$ cat config.mk
export PLATFORM = sky130hd
export DESIGN_NAME = trap_unit
export DESIGN_NICKNAME = d
export VERILOG_FILES = /design/src/common/trap_pkg.sv /design/src/irq/irq_arbiter.sv /design/src/hdl/priv_ctrl.sv /design/src/csr/csr_regfile.sv /design/src/hdl/trap_unit.sv
export VERILOG_INCLUDE_DIRS = /design/src /design/src/common
export SDC_FILE = /design/constraint.sdc
export NUM_CORES = 1
export LEC_CHECK = 0
export BUFFER_PORTS_ARGS = -buffer_cell sky130_fd_sc_hd__buf_2
export CAP_MARGIN = 15
export CORE_ASPECT_RATIO = 0.8
export CORE_UTILIZATION = 45
export CTS_CLUSTER_SIZE = 12
export DETAILED_ROUTE_END_ITERATION = 8
export GPL_TIMING_DRIVEN = 0
export PLACE_DENSITY_LB_ADDON = 0.08
export SLEW_MARGIN = 40
export SYNTH_ARGS = -nofsm -noshare
export SYNTH_HDL_FRONTEND = slang
export SYNTH_SLANG_ARGS = --single-unit
$ cat constraint.sdc
create_clock -name clk -period 4.2 [get_ports clk]
set_input_delay 0.63 -clock clk [delete_from_list [all_inputs] [get_ports clk]]
set_output_delay 0.63 -clock clk [all_outputs]
set_load 0.01 [all_outputs]
$ cat src/common/trap_consts.svh
// ~~~~~~~~~~~~~~~~~~~~~~~~~~~~~~
// constants of the machine trap unit.
// fixed at XLEN 32, machine and user modes only.
// interrupt codes double as the mip and mie bit positions.
// ~~~~~~~~~~~~~~~~~~~~~~~~~~~~~~
`ifndef TRAP_CONSTS_SVH
`define TRAP_CONSTS_SVH

// data word width.
`define XLEN 32

// machine trap setup.
`define CSR_MSTATUS_ADDR  12'h300
`define CSR_MISA_ADDR     12'h301
`define CSR_MIE_ADDR      12'h304
`define CSR_MTVEC_ADDR    12'h305

// machine trap handling.
`define CSR_MSCRATCH_ADDR 12'h340
`define CSR_MEPC_ADDR     12'h341
`define CSR_MCAUSE_ADDR   12'h342
`define CSR_MTVAL_ADDR    12'h343
`define CSR_MIP_ADDR      12'h344

// mstatus fields, MPP is two bits wide.
`define MSTATUS_MIE_BIT   3
`define MSTATUS_MPIE_BIT  7
`define MSTATUS_MPP_LSB   11
`define MSTATUS_MPRV_BIT  17

// machine interrupt codes.
`define IRQ_MSI_CODE      3
`define IRQ_MTI_CODE      7
`define IRQ_MEI_CODE      11

// MXL of 1 means 32 bit, no extension letters reported.
`define MISA_VALUE        32'h4000_0000

`endif

$ cat src/common/trap_pkg.sv
// ~~~~~~~~~~~~~~~~~~~~~~~~~~~~~~
// types shared by the trap unit blocks.
// only PRV_U and PRV_M are legal privilege values.
// ~~~~~~~~~~~~~~~~~~~~~~~~~~~~~~
`include "trap_consts.svh"

package trap_pkg;

    // one data word.
    typedef logic [`XLEN-1:0] xword_t;

    // one CSR address.
    typedef logic [11:0] csr_addr_t;

    // interrupt code, wide enough for the external code 11.
    typedef logic [3:0] irq_code_t;

    // privilege levels, the supervisor encoding is not used.
    typedef enum logic [1:0] {
        PRV_U = 2'd0,
        PRV_M = 2'd3
    } priv_e;

endpackage

$ cat src/irq/irq_arbiter.sv
// ~~~~~~~~~~~~~~~~~~~~~~~~~~~~~~
// interrupt synchronizers and selection.
// external lines may be asynchronous; they reach mip
// two clk cycles after sampling.
// priority is external, software, timer.
// ~~~~~~~~~~~~~~~~~~~~~~~~~~~~~~
`timescale 1ns/1ps
`include "trap_consts.svh"

module irq_arbiter
    import trap_pkg::*;
(
    input  logic      clk,
    input  logic      rstn,
    input  logic      ext_msip,
    input  logic      ext_mtip,
    input  logic      ext_meip,
    input  xword_t    mie,
    input  logic      mstatus_mie,
    input  priv_e     prv,
    output xword_t    mip,
    output logic      irq_pending,
    output irq_code_t irq_code,
    output logic      wakeup
);

    // line order is {meip, mtip, msip}.
    logic [2:0] sync_q1;
    logic [2:0] sync_q2;
    xword_t     ints_en;
    logic       global_en;

    always_ff @(posedge clk or negedge rstn) begin
        if (!rstn) begin
            sync_q1 <= '0;
            sync_q2 <= '0;
        end else begin
            sync_q1 <= {ext_meip, ext_mtip, ext_msip};
            sync_q2 <= sync_q1;
        end
    end

    always_comb begin
        mip = '0;
        mip[`IRQ_MSI_CODE] = sync_q2[0];
        mip[`IRQ_MTI_CODE] = sync_q2[1];
        mip[`IRQ_MEI_CODE] = sync_q2[2];
    end

    assign ints_en = mip & mie;
    assign wakeup  = |ints_en;

    // user mode always takes machine interrupts.
    assign global_en   = (prv == PRV_U) || mstatus_mie;
    assign irq_pending = global_en && wakeup;

    always_comb begin
        if (ints_en[`IRQ_MEI_CODE]) begin
            irq_code = irq_code_t'(`IRQ_MEI_CODE);
        end else if (ints_en[`IRQ_MSI_CODE]) begin
            irq_code = irq_code_t'(`IRQ_MSI_CODE);
        end else begin
            irq_code = irq_code_t'(`IRQ_MTI_CODE);
        end
    end

    a_code_valid: assert property (
        @(posedge clk) disable iff (!rstn)
        irq_pending |-> (mip[irq_code] && mie[irq_code])
    ) else $error("selected interrupt is not pending and enabled");

endmodule

$ cat src/hdl/priv_ctrl.sv
// ~~~~~~~~~~~~~~~~~~~~~~~~~~~~~~
// privilege register and event priority.
// order is exception, interrupt, mret.
// all outputs but prv are combinational.
// ~~~~~~~~~~~~~~~~~~~~~~~~~~~~~~
`timescale 1ns/1ps
`include "trap_consts.svh"

module priv_ctrl
    import trap_pkg::*;
(
    input  logic      clk,
    input  logic      rstn,
    input  logic      trap_en,
    input  xword_t    trap_epc,
    input  xword_t    trap_cause,
    input  xword_t    trap_val,
    input  logic      mret,
    input  logic      irq_pending,
    input  irq_code_t irq_code,
    input  xword_t    mtvec,
    input  xword_t    mepc,
    input  priv_e     mstatus_mpp,
    output priv_e     prv,
    output logic      irq_trigger,
    output logic      eret_en,
    output xword_t    trap_vec,
    output xword_t    ret_epc,
    output xword_t    cause,
    output xword_t    tval,
    output logic      entry_en,
    output logic      mret_en,
    output xword_t    entry_cause,
    output xword_t    entry_tval,
    output xword_t    entry_epc
);

    xword_t irq_cause;
    xword_t vec_offset;

    // an exception hides both the interrupt and the return.
    assign irq_trigger = irq_pending && !trap_en;
    assign eret_en     = mret && !trap_en;

    assign irq_cause = {1'b1, {(`XLEN-5){1'b0}}, irq_code};
    assign cause     = trap_en ? trap_cause : (irq_trigger ? irq_cause : '0);
    assign tval      = trap_en ? trap_val : '0;
    assign ret_epc   = mepc;

    // vectored mode only applies to interrupts.
    assign vec_offset = (irq_trigger && mtvec[0]) ? {{(`XLEN-6){1'b0}}, irq_code, 2'b00} : '0;
    assign trap_vec   = {mtvec[`XLEN-1:2], 2'b00} + vec_offset;

    assign entry_en    = trap_en || irq_trigger;
    assign mret_en     = eret_en;
    assign entry_cause = cause;
    assign entry_tval  = tval;
    // return address kept word aligned.
    assign entry_epc   = {trap_epc[`XLEN-1:2], 2'b00};

    always_ff @(posedge clk or negedge rstn) begin
        if (!rstn) begin
            prv <= PRV_M;
        end else if (entry_en) begin
            prv <= PRV_M;
        end else if (mret_en) begin
            prv <= mstatus_mpp;
        end
    end

    // depends on the MPP write mask in csr_regfile.
    a_prv_legal: assert property (
        @(posedge clk) disable iff (!rstn) prv inside {PRV_U, PRV_M}
    ) else $error("illegal privilege level");

endmodule

$ cat src/csr/csr_regfile.sv
// ~~~~~~~~~~~~~~~~~~~~~~~~~~~~~~
// machine trap CSR storage.
// entry and mret updates come in as strobes, already
// prioritized against each other by priv_ctrl.
// unknown addresses read zero, mip and misa ignore writes.
// ~~~~~~~~~~~~~~~~~~~~~~~~~~~~~~
`timescale 1ns/1ps
`include "trap_consts.svh"

module csr_regfile
    import trap_pkg::*;
(
    input  logic      clk,
    input  logic      rstn,
    input  logic      csr_wr,
    input  csr_addr_t csr_waddr,
    input  xword_t    csr_wdata,
    input  csr_addr_t csr_raddr,
    input  priv_e     prv,
    input  xword_t    mip,
    input  logic      entry_en,
    input  logic      mret_en,
    input  xword_t    entry_cause,
    input  xword_t    entry_tval,
    input  xword_t    entry_epc,
    output xword_t    csr_rdata,
    output logic      mstatus_mie,
    output priv_e     mstatus_mpp,
    output logic      mprv,
    output xword_t    mie,
    output xword_t    mtvec,
    output xword_t    mepc
);

    logic   mstatus_mpie;
    logic   mie_msie;
    logic   mie_mtie;
    logic   mie_meie;
    xword_t mscratch;
    xword_t mcause;
    xword_t mtval;
    xword_t mstatus_word;

    // mstatus fields, events first, then software writes.
    always_ff @(posedge clk or negedge rstn) begin
        if (!rstn) begin
            mstatus_mie  <= 1'b0;
            mstatus_mpie <= 1'b0;
            mstatus_mpp  <= PRV_U;
        end else if (entry_en) begin
            mstatus_mpp  <= prv;
            mstatus_mpie <= mstatus_mie;
            mstatus_mie  <= 1'b0;
        end else if (mret_en) begin
            mstatus_mpp  <= PRV_U;
            mstatus_mie  <= mstatus_mpie;
            mstatus_mpie <= 1'b1;
        end else if (csr_wr && csr_waddr == `CSR_MSTATUS_ADDR) begin
            mstatus_mie  <= csr_wdata[`MSTATUS_MIE_BIT];
            mstatus_mpie <= csr_wdata[`MSTATUS_MPIE_BIT];
            // only machine is kept, anything else falls back to user.
            mstatus_mpp  <= (csr_wdata[`MSTATUS_MPP_LSB +: 2] == 2'b11) ? PRV_M : PRV_U;
        end
    end

    // no event touches MPRV.
    always_ff @(posedge clk or negedge rstn) begin
        if (!rstn) begin
            mprv <= 1'b0;
        end else if (csr_wr && csr_waddr == `CSR_MSTATUS_ADDR) begin
            mprv <= csr_wdata[`MSTATUS_MPRV_BIT];
        end
    end

    // software-only registers.
    always_ff @(posedge clk or negedge rstn) begin
        if (!rstn) begin
            mie_msie <= 1'b0;
            mie_mtie <= 1'b0;
            mie_meie <= 1'b0;
            mtvec    <= '0;
            mscratch <= '0;
        end else if (csr_wr) begin
            if (csr_waddr == `CSR_MIE_ADDR) begin
                mie_msie <= csr_wdata[`IRQ_MSI_CODE];
                mie_mtie <= csr_wdata[`IRQ_MTI_CODE];
                mie_meie <= csr_wdata[`IRQ_MEI_CODE];
            end
            // bit 1 is reserved in the mode field.
            if (csr_waddr == `CSR_MTVEC_ADDR) begin
                mtvec <= csr_wdata & ~xword_t'(2);
            end
            if (csr_waddr == `CSR_MSCRATCH_ADDR) begin
                mscratch <= csr_wdata;
            end
        end
    end

    // trap handling registers, loaded on entry.
    always_ff @(posedge clk or negedge rstn) begin
        if (!rstn) begin
            mepc   <= '0;
            mcause <= '0;
            mtval  <= '0;
        end else if (entry_en) begin
            mepc   <= entry_epc;
            mcause <= entry_cause;
            mtval  <= entry_tval;
        end else if (csr_wr) begin
            if (csr_waddr == `CSR_MEPC_ADDR) begin
                mepc <= csr_wdata & ~xword_t'(3);
            end
            if (csr_waddr == `CSR_MCAUSE_ADDR) begin
                mcause <= csr_wdata;
            end
            if (csr_waddr == `CSR_MTVAL_ADDR) begin
                mtval <= csr_wdata;
            end
        end
    end

    always_comb begin
        mie = '0;
        mie[`IRQ_MSI_CODE] = mie_msie;
        mie[`IRQ_MTI_CODE] = mie_mtie;
        mie[`IRQ_MEI_CODE] = mie_meie;
    end

    always_comb begin
        mstatus_word = '0;
        mstatus_word[`MSTATUS_MIE_BIT]       = mstatus_mie;
        mstatus_word[`MSTATUS_MPIE_BIT]      = mstatus_mpie;
        mstatus_word[`MSTATUS_MPP_LSB +: 2]  = mstatus_mpp;
        mstatus_word[`MSTATUS_MPRV_BIT]      = mprv;
    end

    // read mux.
    always_comb begin
        csr_rdata = '0;
        case (csr_raddr)
            `CSR_MSTATUS_ADDR:  csr_rdata = mstatus_word;
            `CSR_MISA_ADDR:     csr_rdata = `MISA_VALUE;
            `CSR_MIE_ADDR:      csr_rdata = mie;
            `CSR_MTVEC_ADDR:    csr_rdata = mtvec;
            `CSR_MSCRATCH_ADDR: csr_rdata = mscratch;
            `CSR_MEPC_ADDR:     csr_rdata = mepc;
            `CSR_MCAUSE_ADDR:   csr_rdata = mcause;
            `CSR_MTVAL_ADDR:    csr_rdata = mtval;
            `CSR_MIP_ADDR:      csr_rdata = mip;
            default:            csr_rdata = '0;
        endcase
    end

    // entry epc arrives aligned from priv_ctrl.
    a_mepc_aligned: assert property (
        @(posedge clk) disable iff (!rstn) mepc[1:0] == 2'b00
    ) else $error("mepc lost its alignment");

endmodule

$ cat src/hdl/trap_unit.sv
// ~~~~~~~~~~~~~~~~~~~~~~~~~~~~~~
// machine trap and CSR unit, top level.
// trap_en and mret are single-cycle strobes, no back-pressure.
// CSR writes commit at the next edge, reads are combinational.
// ~~~~~~~~~~~~~~~~~~~~~~~~~~~~~~
`timescale 1ns/1ps
`include "trap_consts.svh"

module trap_unit
    import trap_pkg::*;
(
    input  logic      clk,
    input  logic      rstn,
    input  logic      trap_en,
    input  xword_t    trap_epc,
    input  xword_t    trap_cause,
    input  xword_t    trap_val,
    input  logic      mret,
    input  logic      ext_msip,
    input  logic      ext_mtip,
    input  logic      ext_meip,
    input  logic      csr_wr,
    input  csr_addr_t csr_waddr,
    input  xword_t    csr_wdata,
    input  csr_addr_t csr_raddr,
    output xword_t    csr_rdata,
    output xword_t    trap_vec,
    output xword_t    ret_epc,
    output xword_t    cause,
    output xword_t    tval,
    output logic      irq_trigger,
    output logic      eret_en,
    output logic      wakeup,
    output priv_e     prv,
    output logic      mprv,
    output priv_e     mpp
);

    xword_t    mip;
    xword_t    mie;
    xword_t    mtvec;
    xword_t    mepc;
    logic      mstatus_mie;
    logic      irq_pending;
    irq_code_t irq_code;
    logic      entry_en;
    logic      mret_en;
    xword_t    entry_cause;
    xword_t    entry_tval;
    xword_t    entry_epc;

    irq_arbiter u_irq_arbiter (
        .clk         (clk),
        .rstn        (rstn),
        .ext_msip    (ext_msip),
        .ext_mtip    (ext_mtip),
        .ext_meip    (ext_meip),
        .mie         (mie),
        .mstatus_mie (mstatus_mie),
        .prv         (prv),
        .mip         (mip),
        .irq_pending (irq_pending),
        .irq_code    (irq_code),
        .wakeup      (wakeup)
    );

    priv_ctrl u_priv_ctrl (
        .clk         (clk),
        .rstn        (rstn),
        .trap_en     (trap_en),
        .trap_epc    (trap_epc),
        .trap_cause  (trap_cause),
        .trap_val    (trap_val),
        .mret        (mret),
        .irq_pending (irq_pending),
        .irq_code    (irq_code),
        .mtvec       (mtvec),
        .mepc        (mepc),
        .mstatus_mpp (mpp),
        .prv         (prv),
        .irq_trigger (irq_trigger),
        .eret_en     (eret_en),
        .trap_vec    (trap_vec),
        .ret_epc     (ret_epc),
        .cause       (cause),
        .tval        (tval),
        .entry_en    (entry_en),
        .mret_en     (mret_en),
        .entry_cause (entry_cause),
        .entry_tval  (entry_tval),
        .entry_epc   (entry_epc)
    );

    csr_regfile u_csr_regfile (
        .clk         (clk),
        .rstn        (rstn),
        .csr_wr      (csr_wr),
        .csr_waddr   (csr_waddr),
        .csr_wdata   (csr_wdata),
        .csr_raddr   (csr_raddr),
        .prv         (prv),
        .mip         (mip),
        .entry_en    (entry_en),
        .mret_en     (mret_en),
        .entry_cause (entry_cause),
        .entry_tval  (entry_tval),
        .entry_epc   (entry_epc),
        .csr_rdata   (csr_rdata),
        .mstatus_mie (mstatus_mie),
        .mstatus_mpp (mpp),
        .mprv        (mprv),
        .mie         (mie),
        .mtvec       (mtvec),
        .mepc        (mepc)
    );

endmodule

### After elaboration in Yosys (flattened, before gate mapping)

Cells that the tools add are included.

* $lt $le $gt $ge: 0
* multiplexer cells: 28
* eq/ne operators: 17
* div/mod/pow operators: 0
* add/sub/neg operators: 1
* multiply operators: 0
* shift-type cells: 0
* reductions and logical operators: 22
* bitwise logic cells: 1

Operator list (count)
* $mux 32: 12
* $pmux 32 s9: 1
* $eq 12x10->1 const B: 16
* $add 32x32->32: 1
* $reduce_or 32->1: 1
* $and 12x12->12: 1
* $mux 2: 6
* $reduce_and 2->1: 6
* $reduce_bool 2->1: 5
* $mux 1: 6
* $mux 6: 1
* $logic_and 1x1->1: 5
* $mux 4: 1
* $mux 3: 1
* $reduce_bool 3->1: 1
* $eq 2x2->1 const B: 1
* $logic_not 2->1: 1
* $logic_or 1x1->1: 2
* $logic_not 1->1: 1

* bits in latches: 0
* memories kept: 0
* input port bits: 160
* ROM bits: 0
* bits in writable memories: 0
* output and inout port bits: 168
* logic and storage cells: 84
* flip-flop bits (word level): 175

### Logic depth before layout (Yosys ltp)

Gate-level depths: netlist of the first run.

* word-level depth: 7
* depth in mapped cells: 12

### Hierarchy

A second synthesis of the first run with hierarchy kept.

* cells, all modules: 1160
* area total of the unflattened synthesis: 11858.9 um2

Modules (own cells, without submodules)
* csr_regfile: times used 1, sequential area each 4179.0 um2, cells each 799, area each 9131.3 um2
* priv_ctrl: times used 1, sequential area each 52.6 um2, cells each 316, area each 2297.2 um2
* irq_arbiter: times used 1, sequential area each 150.1 um2, cells each 45, area each 430.4 um2

### Worst setup path before layout of the first run

OpenSTA, ideal clock, no wires.

* path type: input-to-output
* start point: in trap_en
* end point: out trap_vec[28]
* stages: 12
* slack: 0.404 ns
* data required time: 3.570 ns
* data arrival time: 3.166 ns
* cell sequence: clkbuf_1 > nor3_1 > nand2_1 > inv_1 > ha_1 > inv_1 > fa_1 > nand2b_1 > a21oi_1 > clkbuf_1 > nand4_1 > xnor2_1

* word-level cells in the longest chain between the ends: 5

Ends and longest elaborated chain
* from (decl): RTL line trap_unit.sv:14 `input logic trap_en,`
* $logic_not 1->1: RTL line priv_ctrl.sv:42 `assign irq_trigger = irq_pending && !trap_en;`
* $logic_and 1x1->1: RTL line priv_ctrl.sv:42
* named net irq_trigger: RTL line trap_unit.sv:31 `output logic irq_trigger,`
* $logic_and 1x1->1: RTL line priv_ctrl.sv:51 `` assign vec_offset = (irq_trigger && mtvec[0]) ? {{(`XLEN-6){1'b0}}, irq_code, 2'b00} : '0; ``
* $mux 6: RTL line priv_ctrl.sv:51
* $add 32x32->32: RTL line priv_ctrl.sv:52 `` assign trap_vec = {mtvec[`XLEN-1:2], 2'b00} + vec_offset; ``
* to (decl): RTL line trap_unit.sv:27 `output xword_t trap_vec,`

The timed path passes the listed nets, and every way through them passes these cells.

### Worst setup path in the final report of the first run

* start point: reg u_irq_arbiter.sync_q2[0]
* end point: out trap_vec[31]

* word-level cells in the longest chain between the ends: 7
* elaborated cells on any way between the ends: 9
* those cells by class: add/sub: 1; mux: 3; bitwise: 1; reduce/logical: 4

Ends and longest elaborated chain
* from (decl): RTL line irq_arbiter.sv:29 `logic [2:0] sync_q2;`
* from (signal assigned): RTL line irq_arbiter.sv:39 `sync_q2 <= sync_q1;`
* $and 12x12->12 *: RTL line irq_arbiter.sv:50 `assign ints_en = mip & mie;`
* $reduce_or 32->1: RTL line irq_arbiter.sv:51 `assign wakeup = |ints_en;`
* $logic_and 1x1->1: RTL line irq_arbiter.sv:55 `assign irq_pending = global_en && wakeup;`
* $logic_and 1x1->1: RTL line priv_ctrl.sv:42
* $logic_and 1x1->1: RTL line priv_ctrl.sv:51
* $mux 6 *: RTL line priv_ctrl.sv:51
* $add 32x32->32 *: RTL line priv_ctrl.sv:52

Every way passes the cells marked *; elsewhere a longest branch is shown, timed or not.

==> impl_metrics.env, run 1 <==
export IMPL_fin_nets=1466
export IMPL_drive_gt1_share_pct=39.9
export IMPL_ios=328
export IMPL_rrSetupSlack_ns=1.77
export IMPL_period_minus_slack_ns=4.10
export IMPL_outcome="finished, final reports clean"
export IMPL_ys_types=63
export IMPL_crit_reg2reg_launch="u_irq_arbiter.sync_q2[0]"
export IMPL_critical_path_class="flop to primary output"
export IMPL_routed_wl_um=40300
export IMPL_grt_pass1_vias=8968
export IMPL_coreArea_um2=21700
export IMPL_async_reset_ff_share_pct=100
export IMPL_fill_cells=2025
export IMPL_synth_area_leaders="dfrtp_1 43%, mux2_2 11%, o22a_1 5.3%"
export IMPL_viasPerCell=5.99
export IMPL_layout_setup_ws_ns=0.0993
export IMPL_final_common_cell="buf_2"
export IMPL_drt_first_pass_iters=7
export IMPL_wire_per_inst_um=25.0
export IMPL_hold_buffers=0
export IMPL_via_count=9662
export IMPL_cp_max_fo=10
export IMPL_area_growth_pct=27.2
export IMPL_hold_class="input port to async pin"
export IMPL_drv_slew=0
export IMPL_power_density_nw_per_um2=317
export IMPL_cp_start_kind="flop"
export IMPL_rr_worst_depth=8
export IMPL_place_congestion=0.921
export IMPL_clock_sinks=173
export IMPL_die_y_um=136
export IMPL_stdcell_area_um2=12800
export IMPL_multi_input_area_um2=5300
export IMPL_clk_pin_slew_ns=0.07
export IMPL_tns_ns=0
export IMPL_worst_path_max_delay_cell="dfrtp_1"
export IMPL_setup_violations=0
export IMPL_synth_cell_area_um2=10100
export IMPL_critPathCaptureType="primary output"
export IMPL_placedInstanceArea_um2=12100
export IMPL_finalHoldViolations=0
export IMPL_row_count=48
export IMPL_p_leak_nw=6.08
export IMPL_clock_fmax_mhz=244
export IMPL_postSynthCellCount=954
export IMPL_rsz0062_at_grt="false"
export IMPL_tightest_slew_ns=0.871
export IMPL_synth_ff_type="dfrtp_1"
export IMPL_clk_latency_ns=0.44
export IMPL_io_buffers=319
export IMPL_htreeDepth=4
export IMPL_drc_errors=0
export IMPL_yosysTopAreaCellShare_pct=42.6
export IMPL_grt_overflow_total=0
export IMPL_grt_pass1_wl_um=58500
export IMPL_cp_arrival_ns=3.47
export IMPL_cts_made_buffers=17
export IMPL_grt_usage_pct=35.4
export IMPL_min_period_over_period_pct=97.6
export IMPL_synth_top_cell_by_area="dfrtp_1"
export IMPL_path_buf_inv=3
export IMPL_drv_cap=0
export IMPL_start_util_pct=46.3
export IMPL_place_ws_ns=-0.332
export IMPL_cts_tree="done"
export IMPL_total_power_mw=4.05
export IMPL_cts_buffer_depth=2
export IMPL_crit_family="compound AO/OA/AOI/OAI gates"
export IMPL_drtIter0Drc=1013
export IMPL_cts_root_buf="clkbuf_16"
export IMPL_whs_ns=0.0820
export IMPL_n_antenna_cell=0
export IMPL_die_w_um=169
export IMPL_yosysWarningCount=0
export IMPL_crit_path_cell_trace="a222oi_1 > buf_4 > nor3_4 > and3_1 > ha_1 > o21ai_0 > o21bai_2 > clkbuf_2 > nand4_1 > xnor2_1 > buf_2"
export IMPL_synth_seq_cells=173
export IMPL_maxSlewHeadroom_pct=41.9
export IMPL_grt_start_max_net_pins=70
export IMPL_reg2reg_to="u_csr_regfile.mcause[1]"
export IMPL_dieArea_um2=23000
export IMPL_ir_drop_v=0.000259
export IMPL_final_cell_mix="343 x buf_2, 169 x dfrtp_1, 95 x mux2_2"
export IMPL_antenna_found_initial=0
export IMPL_avgSynthCellArea_um2=10.5
export IMPL_ant_nets=0
export IMPL_register_area_um2=4330
export IMPL_synth_edf_count=0
export IMPL_crit_required_ns=3.57
export IMPL_finalClockSkew_ns=0.0104
export IMPL_yosysSeqAreaShare_pct=43.1
export IMPL_slowest_delay_ns=0.42
export IMPL_dp_hpwl_um=29200
flip-flops by register name, summed over array words and instances, names as in the netlist:
register and count:
u_csr_regfile.mcause 32, u_csr_regfile.mscratch 32, u_csr_regfile.mtval 32, u_csr_regfile.mtvec 31, u_csr_regfile.mepc 30, u_irq_arbiter.sync_q1 3
u_irq_arbiter.sync_q2 3, u_csr_regfile.mstatus_mpp 2, u_priv_ctrl.prv 2, u_csr_regfile.mie_meie 1, u_csr_regfile.mie_msie 1, u_csr_regfile.mie_mtie 1
u_csr_regfile.mprv 1, u_csr_regfile.mstatus_mie 1, u_csr_regfile.mstatus_mpie 1
what timing repair did:
action	CTS	global route
endpoints found under the setup margin	23	15
buffers inserted	0	4
pin swaps	0	2
gates resized for setup	8	6
per-layer routing:
| layer | up-vias | global-route usage (%) | wire [um] |
|---|---|---|---|
| met2 | 553 | 54.3 | 17700 |
| met5 | - | 0 | 0 |
| met3 | 64 | 7.57 | 3510 |
| li1 | 4272 | - | - |
| met4 | 0 | 10.4 | 1030 |
| met1 | 4773 | 50.2 | 18000 |
cell usage after synthesis, types with 3 or more instances:
| library cell | n |
|---|---|
| inv_1 | 13 |
| mux2i_1 | 44 |
| xnor2_1 | 27 |
| a21oi_1 | 42 |
| nand2b_1 | 3 |
| nor4bb_1 | 3 |
| and2_1 | 63 |
| buf_4 | 9 |
| nor4_1 | 3 |
| nand4bb_1 | 3 |
| clkbuf_1 | 35 |
| o211ai_1 | 21 |
| and3_1 | 8 |
| nor3_1 | 5 |
| o211ai_2 | 3 |
| nand3_1 | 40 |
| buf_6 | 10 |
| buf_2 | 25 |
| nor2_1 | 54 |
| o221ai_1 | 4 |
| o21a_1 | 62 |
| nand2_1 | 20 |
| mux2_2 | 95 |
| nor2b_1 | 5 |
| nand4_1 | 45 |
| a22oi_1 | 30 |
| ha_1 | 4 |
| or4_1 | 5 |
| o22a_1 | 61 |
| dfrtp_1 | 171 |
layout make-up:
class | instances | share of cell area [%]
multi-input cells | 690 | 41.4
flip-flops and latches | 173 | 33.9
plain buffers | 81 | 3.55
clock buffers | 19 | 3.38
inverters | 13 | 0.381
clock inverters | 13 | 1.20
well taps | 300 | 2.93
repair buffers | 325 | 13.2
kinds of logic (layout without fill, tap and decap cells):
| kind of cell | after synthesis | count (layout) | synth area share, % |
|---|---|---|---|
| multiplexers | 140 | 140 | 15.1 |
| AND/OR/NAND/NOR | 269 | 269 | 15.5 |
| other | 1 | 4 | 0.0373 |
| AO/OA/AOI/OAI | 244 | 244 | 18.3 |
| flip-flops | 173 | 173 | 43.1 |
| adder cells (fa/ha/maj) | 5 | 5 | 0.697 |
| buffers and inverters | 94 | 451 | 4.90 |
| XOR/XNOR | 28 | 28 | 2.44 |
worst max path at each step:
stage / startpoint / endpoint / slack (ns) / cells after the start
2_1_floorplan: trap_en / trap_vec[28] / 0.40 / 12
3_3_place_gp: rstn / u_csr_regfile.mepc[31] / -0.45 / 1
3_5_place_dp: trap_en / trap_vec[10] / -0.33 / 13
4_1_cts: u_csr_regfile.mie_msie / trap_vec[31] / 0.02 / 10
5_1_grt: u_irq_arbiter.sync_q2[0] / trap_vec[31] / 0.001 / 11
6_report: u_irq_arbiter.sync_q2[0] / trap_vec[31] / 0.1 / 11
power by group:
part | internal [mW] | leakage (nW) | switching, mW
registers | 1.76 | 2.16 | 0.0693
logic | 0.254 | 3.63 | 0.342
clock network | 0.892 | 0.285 | 0.738
total | 2.91 | 6.08 | 1.15
per-stage QoR:
stage	utilization (%)	std cells
detailed placement	55.7	1578
CTS	58.5	1610
global route	58.8	1614
floorplan	-	957
finish	58.8	1614
global placement	55.4	1576
worst reg2reg max path, cell delays in order (launching register included):
cell	delay, ns
dfrtp_1	0.42
a222oi_1	0.36
buf_4	0.19
buf_4	0.10
o21a_1	0.18
buf_4	0.20
buf_2	0.30
buf_2	0.43
a21oi_1	0.12
(Power assumes the default switching activity.)
==> run 2, diff against run 1 <==
Clock period 4.2 ns to 5.1 ns, I/O delays scaled along.
==> run 2 against run 1 <==
Effect of this change:
- core utilization shrank 0.39 points
- largest power group unchanged
- critical endpoint is now trap_vec[10]
- clock skew shrank 0.0017 ns
- critical path type unchanged
- cell count shrank 0.25%
- non-clock buffer count shrank 4
==> impl_metrics.env, run 2 (synthesized netlist as in run 1, its figures left out) <==
export IMPL_setup_violations=0
export IMPL_worst_path_max_delay_cell="dfrtp_1"
export IMPL_crit_path_cell_trace="a222oi_1 > nor3_1 > nand2_1 > inv_1 > ha_1 > inv_1 > fa_1 > nand2b_1 > a21oi_1 > clkbuf_2 > nand4_1 > xnor2_1 > buf_2"
export IMPL_cts_resized_gates=0
export IMPL_place_congestion=0.921
export IMPL_grt_overflow_total=0
export IMPL_final_common_cell="buf_2"
export IMPL_rsz0062_at_grt="false"
export IMPL_hold_class="input port to async pin"
export IMPL_rrSetupSlack_ns=2.66
export IMPL_final_cell_mix="343 x buf_2, 171 x dfrtp_1, 95 x mux2_2"
export IMPL_cts_buffer_depth=2
export IMPL_grt_start_max_net_pins=70
export IMPL_grt_pass1_vias=8975
export IMPL_drt_first_pass_iters=5
export IMPL_clk_latency_ns=0.45
export IMPL_clock_sinks=173
export IMPL_clock_fmax_mhz=206
export IMPL_dieArea_um2=23000
export IMPL_p_comb_share_pct=14.7
export IMPL_critPathCaptureType="primary output"
export IMPL_start_util_pct=46.3
export IMPL_p_seq_share_pct=45.1
export IMPL_io_buffers=319
export IMPL_cp_start_kind="flop"
export IMPL_top_regs="u_csr_regfile.mcause x32, u_csr_regfile.mscratch x32, u_csr_regfile.mtval x32"
export IMPL_coreArea_um2=21700
export IMPL_maxSlewHeadroom_pct=39.2
export IMPL_row_count=48
export IMPL_crit_required_ns=4.34
export IMPL_crit_start="u_csr_regfile.mie_meie"
export IMPL_cp_arrival_ns=4.09
export IMPL_grt_pass1_wl_um=58500
export IMPL_htreeDepth=4
export IMPL_drv_cap=0
export IMPL_finalHoldViolations=0
export IMPL_cp_depth=13
export IMPL_die_y_um=136
export IMPL_crit_reg2reg_launch="u_csr_regfile.mie_msie"
export IMPL_wire_per_inst_um=25.0
export IMPL_p_switching_mw=0.949
export IMPL_switching_share_pct=28.4
export IMPL_clk_pin_slew_ns=0.07
export IMPL_hold_buffers=0
export IMPL_ir_drop_v=0.000214
export IMPL_pwr_share_clk_pct=40.3
export IMPL_power_density_nw_per_um2=263
export IMPL_ant_nets=0
export IMPL_slowest_delay_ns=0.53
export IMPL_cts_root_buf="clkbuf_16"
export IMPL_period_minus_slack_ns=4.86
export IMPL_critical_path_class="flop to primary output"
export IMPL_reg2reg_to="u_csr_regfile.mcause[1]"
export IMPL_p_leak_nw=6.02
export IMPL_via_count=9665
export IMPL_cts_made_buffers=17
export IMPL_outcome="finished, final reports clean"
export IMPL_area_growth_pct=26.4
export IMPL_tightest_slew_ns=0.900
export IMPL_min_period_over_period_pct=95.3
export IMPL_n_antenna_cell=0
export IMPL_drtIter0Drc=884
export IMPL_routed_wl_um=40300
export IMPL_grt_usage_pct=35.4
export IMPL_drive_gt1_share_pct=39.0
export IMPL_layout_setup_ws_ns=0.241
export IMPL_drv_slew=0
export IMPL_finalClockSkew_ns=0.00863
export IMPL_cts_setup_buffers=0
export IMPL_viasPerCell=6.00
export IMPL_dp_hpwl_um=29200
export IMPL_rr_worst_depth=6
export IMPL_drc_errors=0
export IMPL_place_ws_ns=0.298
export IMPL_fin_nets=1462
export IMPL_cts_tree="done"
export IMPL_antenna_found_initial=0
export IMPL_tns_ns=0
export IMPL_ios=328
export IMPL_crit_top_cell="inv_1"
export IMPL_cp_max_fo=10
export IMPL_crit_family="simple AND/OR/NAND/NOR gates"
export IMPL_path_buf_inv=4
export IMPL_critPathCapture="trap_vec[10]"
export IMPL_die_w_um=169
export IMPL_internal_power_mw=2.39
export IMPL_total_power_mw=3.34
[run 2: worst min-delay path by stage]
| stage | from | to | slack (ns) | cells past startpoint |
|---|---|---|---|---|
| 2_1_floorplan | u_irq_arbiter.sync_q1[0] | u_irq_arbiter.sync_q2[0] | 0.33 | 0 |
| 3_3_place_gp | u_irq_arbiter.sync_q1[1] | u_irq_arbiter.sync_q2[1] | 0.34 | 0 |
| 3_5_place_dp | u_irq_arbiter.sync_q1[1] | u_irq_arbiter.sync_q2[1] | 0.34 | 0 |
| 4_1_cts | rstn | u_csr_regfile.mepc[14] | 0.23 | 1 |
| 5_1_grt | rstn | u_csr_regfile.mepc[14] | 0.23 | 1 |
| 6_report | rstn | u_csr_regfile.mepc[14] | 0.21 | 1 |
[run 2: area by class of cell]
| class | instances | area, um^2 |
|---|---|---|
| clock buffers | 19 | 433 |
| well taps | 300 | 375 |
| clock inverters | 13 | 154 |
| multi-input cells | 690 | 5250 |
| repair buffers | 321 | 1660 |
| plain buffers | 81 | 450 |
| fillers | 2038 | 9030 |
| inverters | 13 | 48.8 |
| flip-flops and latches | 173 | 4330 |
[run 2: metal layers]
metal | vias to the layer above | share of wire, % | track usage [%]
met5 | - | 0 | 0
met1 | 4800 | 45 | 50.2
li1 | 4264 | - | -
met4 | 0 | 2.4 | 10.4
met3 | 57 | 8.6 | 7.57
met2 | 544 | 44 | 54.3
[run 2: power by group through the flow]
| stage | clock, mW | sequential (mW) | combinational [mW] |
|---|---|---|---|
| floorplan | 0 | 1.52 | 0.229 |
| global placement | 0 | 1.53 | 0.472 |
| detailed placement | 0 | 1.53 | 0.485 |
| CTS | 1.35 | 1.50 | 0.487 |
| global route | 1.41 | 1.51 | 0.529 |
| finish | 1.35 | 1.51 | 0.490 |
[run 2: per-stage QoR]
stage                     util (%)  instance area, um^2  instances  hold WS [ns]
after global routing          58.5                12700       1610         0.233
after CTS                     58.4                12700       1610         0.226
after floorplan                  -                10100        957         0.331
final                         58.5                12700       1610         0.212
after detailed placement      55.7                12100       1578         0.336
after global placement        55.4                12000       1576         0.337
==> run 3, diff against run 2 <==
Settings changed: MAX_ROUTING_LAYER set to met4.
==> run 3 against run 2 <==
Effect of this change:
- core utilization hardly changed
- combinational power hardly changed
- largest power group unchanged
- clock-buffer cell count stayed put
- clock skew hardly changed
- worst setup slack better by 0.010 ns
- first-iteration DRC count is 2.0% lower
==> impl_metrics.env, run 3 (synthesized netlist as in run 1, its figures left out) <==
export IMPL_grt_pass1_wl_um=58200
export IMPL_cts_root_buf="clkbuf_16"
export IMPL_cp_max_fo=10
export IMPL_routed_wl_um=40200
export IMPL_cts_buffer_depth=2
export IMPL_min_period_over_period_pct=95.1
export IMPL_die_y_um=136
export IMPL_via_count=9588
export IMPL_grt_usage_pct=36.4
export IMPL_dieArea_um2=23000
export IMPL_place_congestion=0.923
export IMPL_grt_start_max_net_pins=70
export IMPL_finalClockSkew_ns=0.00827
export IMPL_grtUsageMet3_pct=8.50
export IMPL_final_cell_mix="343 x buf_2, 171 x dfrtp_1, 95 x mux2_2"
export IMPL_placedInstanceArea_um2=12100
export IMPL_p_leak_nw=6.02
export IMPL_fin_nets=1462
export IMPL_outcome="finished, final reports clean"
export IMPL_viasPerCell=5.95
export IMPL_antenna_found_initial=1
export IMPL_dp_hpwl_um=29300
export IMPL_grt_use_met1_pct=49.3
export IMPL_crit_required_ns=4.34
export IMPL_crit_reg2reg_launch="u_csr_regfile.mie_msie"
export IMPL_clk_pin_slew_ns=0.08
export IMPL_critPathCaptureType="primary output"
export IMPL_busiest_layer="met2"
export IMPL_period_minus_slack_ns=4.85
export IMPL_wire_per_inst_um=25.0
export IMPL_top_regs="u_csr_regfile.mcause x32, u_csr_regfile.mscratch x32, u_csr_regfile.mtval x32"
export IMPL_reg2reg_to="u_csr_regfile.mcause[0]"
export IMPL_p_switching_mw=0.951
export IMPL_rr_worst_depth=6
export IMPL_p_seq_share_pct=45.0
export IMPL_clock_fmax_mhz=206
export IMPL_fill_cells=1985
export IMPL_internal_power_mw=2.39
export IMPL_rrSetupSlack_ns=2.70
export IMPL_coreArea_um2=21700
export IMPL_cts_made_buffers=17
export IMPL_p_comb_share_pct=14.6
export IMPL_tightest_slew_ns=0.970
export IMPL_cts_tree="done"
export IMPL_hold_class="input port to async pin"
export IMPL_drv_cap=0
export IMPL_grt_pass1_vias=9156
export IMPL_clk_latency_ns=0.44
export IMPL_row_count=48
export IMPL_maxSlewHeadroom_pct=35.3
export IMPL_stdcell_area_um2=12700
export IMPL_die_w_um=169
export IMPL_grt_overflow_total=0
export IMPL_drv_slew=0
export IMPL_start_util_pct=46.3
export IMPL_critical_path_class="flop to primary output"
export IMPL_final_common_cell="buf_2"
export IMPL_total_power_mw=3.34
export IMPL_utilization_pct=58.5
export IMPL_ios=328
export IMPL_setup_violations=0
export IMPL_hold_buffers=0
export IMPL_drt_first_pass_iters=5
export IMPL_io_buffers=319
export IMPL_htreeDepth=4
export IMPL_layout_setup_ws_ns=0.252
export IMPL_cp_arrival_ns=4.08
export IMPL_power_density_nw_per_um2=263
export IMPL_area_growth_pct=26.4
export IMPL_rsz0062_at_grt="false"
export IMPL_ant_nets=0
export IMPL_drive_gt1_share_pct=39.0
export IMPL_tns_ns=0
export IMPL_switching_share_pct=28.4
export IMPL_clock_sinks=173
export IMPL_met2_usage_pct=53.9
export IMPL_cp_start_kind="flop"
export IMPL_finalHoldViolations=0
export IMPL_drc_errors=0
export IMPL_drtIter0Drc=866
export IMPL_pwr_share_clk_pct=40.4
export IMPL_place_ws_ns=0.318
export IMPL_ir_drop_v=0.000175
## run 3: changes by cell type in the layout (fill, tap and decap cells not counted), sizes merged
cell,delta
clkinv,+1
clkinvlp,-1
diode,+1
## run 3: final cells by class
cell class                 count  area, um^2  share of cell area (%)
multi-input combinational    690        5250                    41.3
sequential                   173        4330                    34.1
timing repair buffer         321        1660                    13.1
buffer                        81         450                    3.54
clock buffer                  19         433                    3.41
tap                          300         375                    2.95
clock inverter                13         154                    1.21
inverter                      13        48.8                   0.384
antenna                        1        2.50                  0.0197
## run 3: worst max path at each step
stage                      startpoint      endpoint  slack, ns  cells after the start
4_1_cts        u_csr_regfile.mie_meie  trap_vec[10]       0.18                     13
3_3_place_gp                  trap_en  trap_vec[10]       0.27                     13
5_1_grt        u_csr_regfile.mie_meie  trap_vec[10]       0.06                     13
6_report       u_csr_regfile.mie_meie  trap_vec[16]       0.25                     13
2_1_floorplan                 trap_en  trap_vec[28]       1.03                     12
3_5_place_dp                  trap_en  trap_vec[10]       0.32                     13
## run 3: worst max-delay path, stage by stage, from the launching register on
cell and delay, ns:
dfrtp_1 0.51, a222oi_1 0.18, nor3_1 0.40, nand2_1 0.20, inv_1 0.12, ha_1 0.19
inv_1 0.06, fa_1 0.39, nand2b_1 0.16, a21oi_1 0.40, clkbuf_2 0.37, nand4_1 0.15
xnor2_1 0.30, buf_2 0.19
## run 3: power by group through the flow
| stage | combinational [mW] | sequential [mW] | clock [mW] |
|---|---|---|---|
| final | 0.489 | 1.51 | 1.35 |
| after CTS | 0.487 | 1.50 | 1.35 |
| after detailed placement | 0.485 | 1.53 | 0 |
| after global routing | 0.528 | 1.51 | 1.41 |
| after global placement | 0.473 | 1.53 | 0 |
| after floorplan | 0.229 | 1.52 | 0 |
## run 3: per-layer routing
metal / vias up / share of wire, %
met5: - / 0
met4: 0 / 2.7
met3: 76 / 9.3
met2: 529 / 44
met1: 4717 / 44
li1: 4266 / -
## run 3: repair_timing
item	in CTS	in global routing
resized for setup	0	2
setup endpoints to repair	0	8
setup buffers	0	0
## run 3: per-stage QoR
step	hold WS, ns	std cells
after floorplan	0.331	957
after global placement	0.337	1576
after detailed placement	0.337	1578
after CTS	0.241	1610
after global routing	0.247	1610
final	0.224	1611
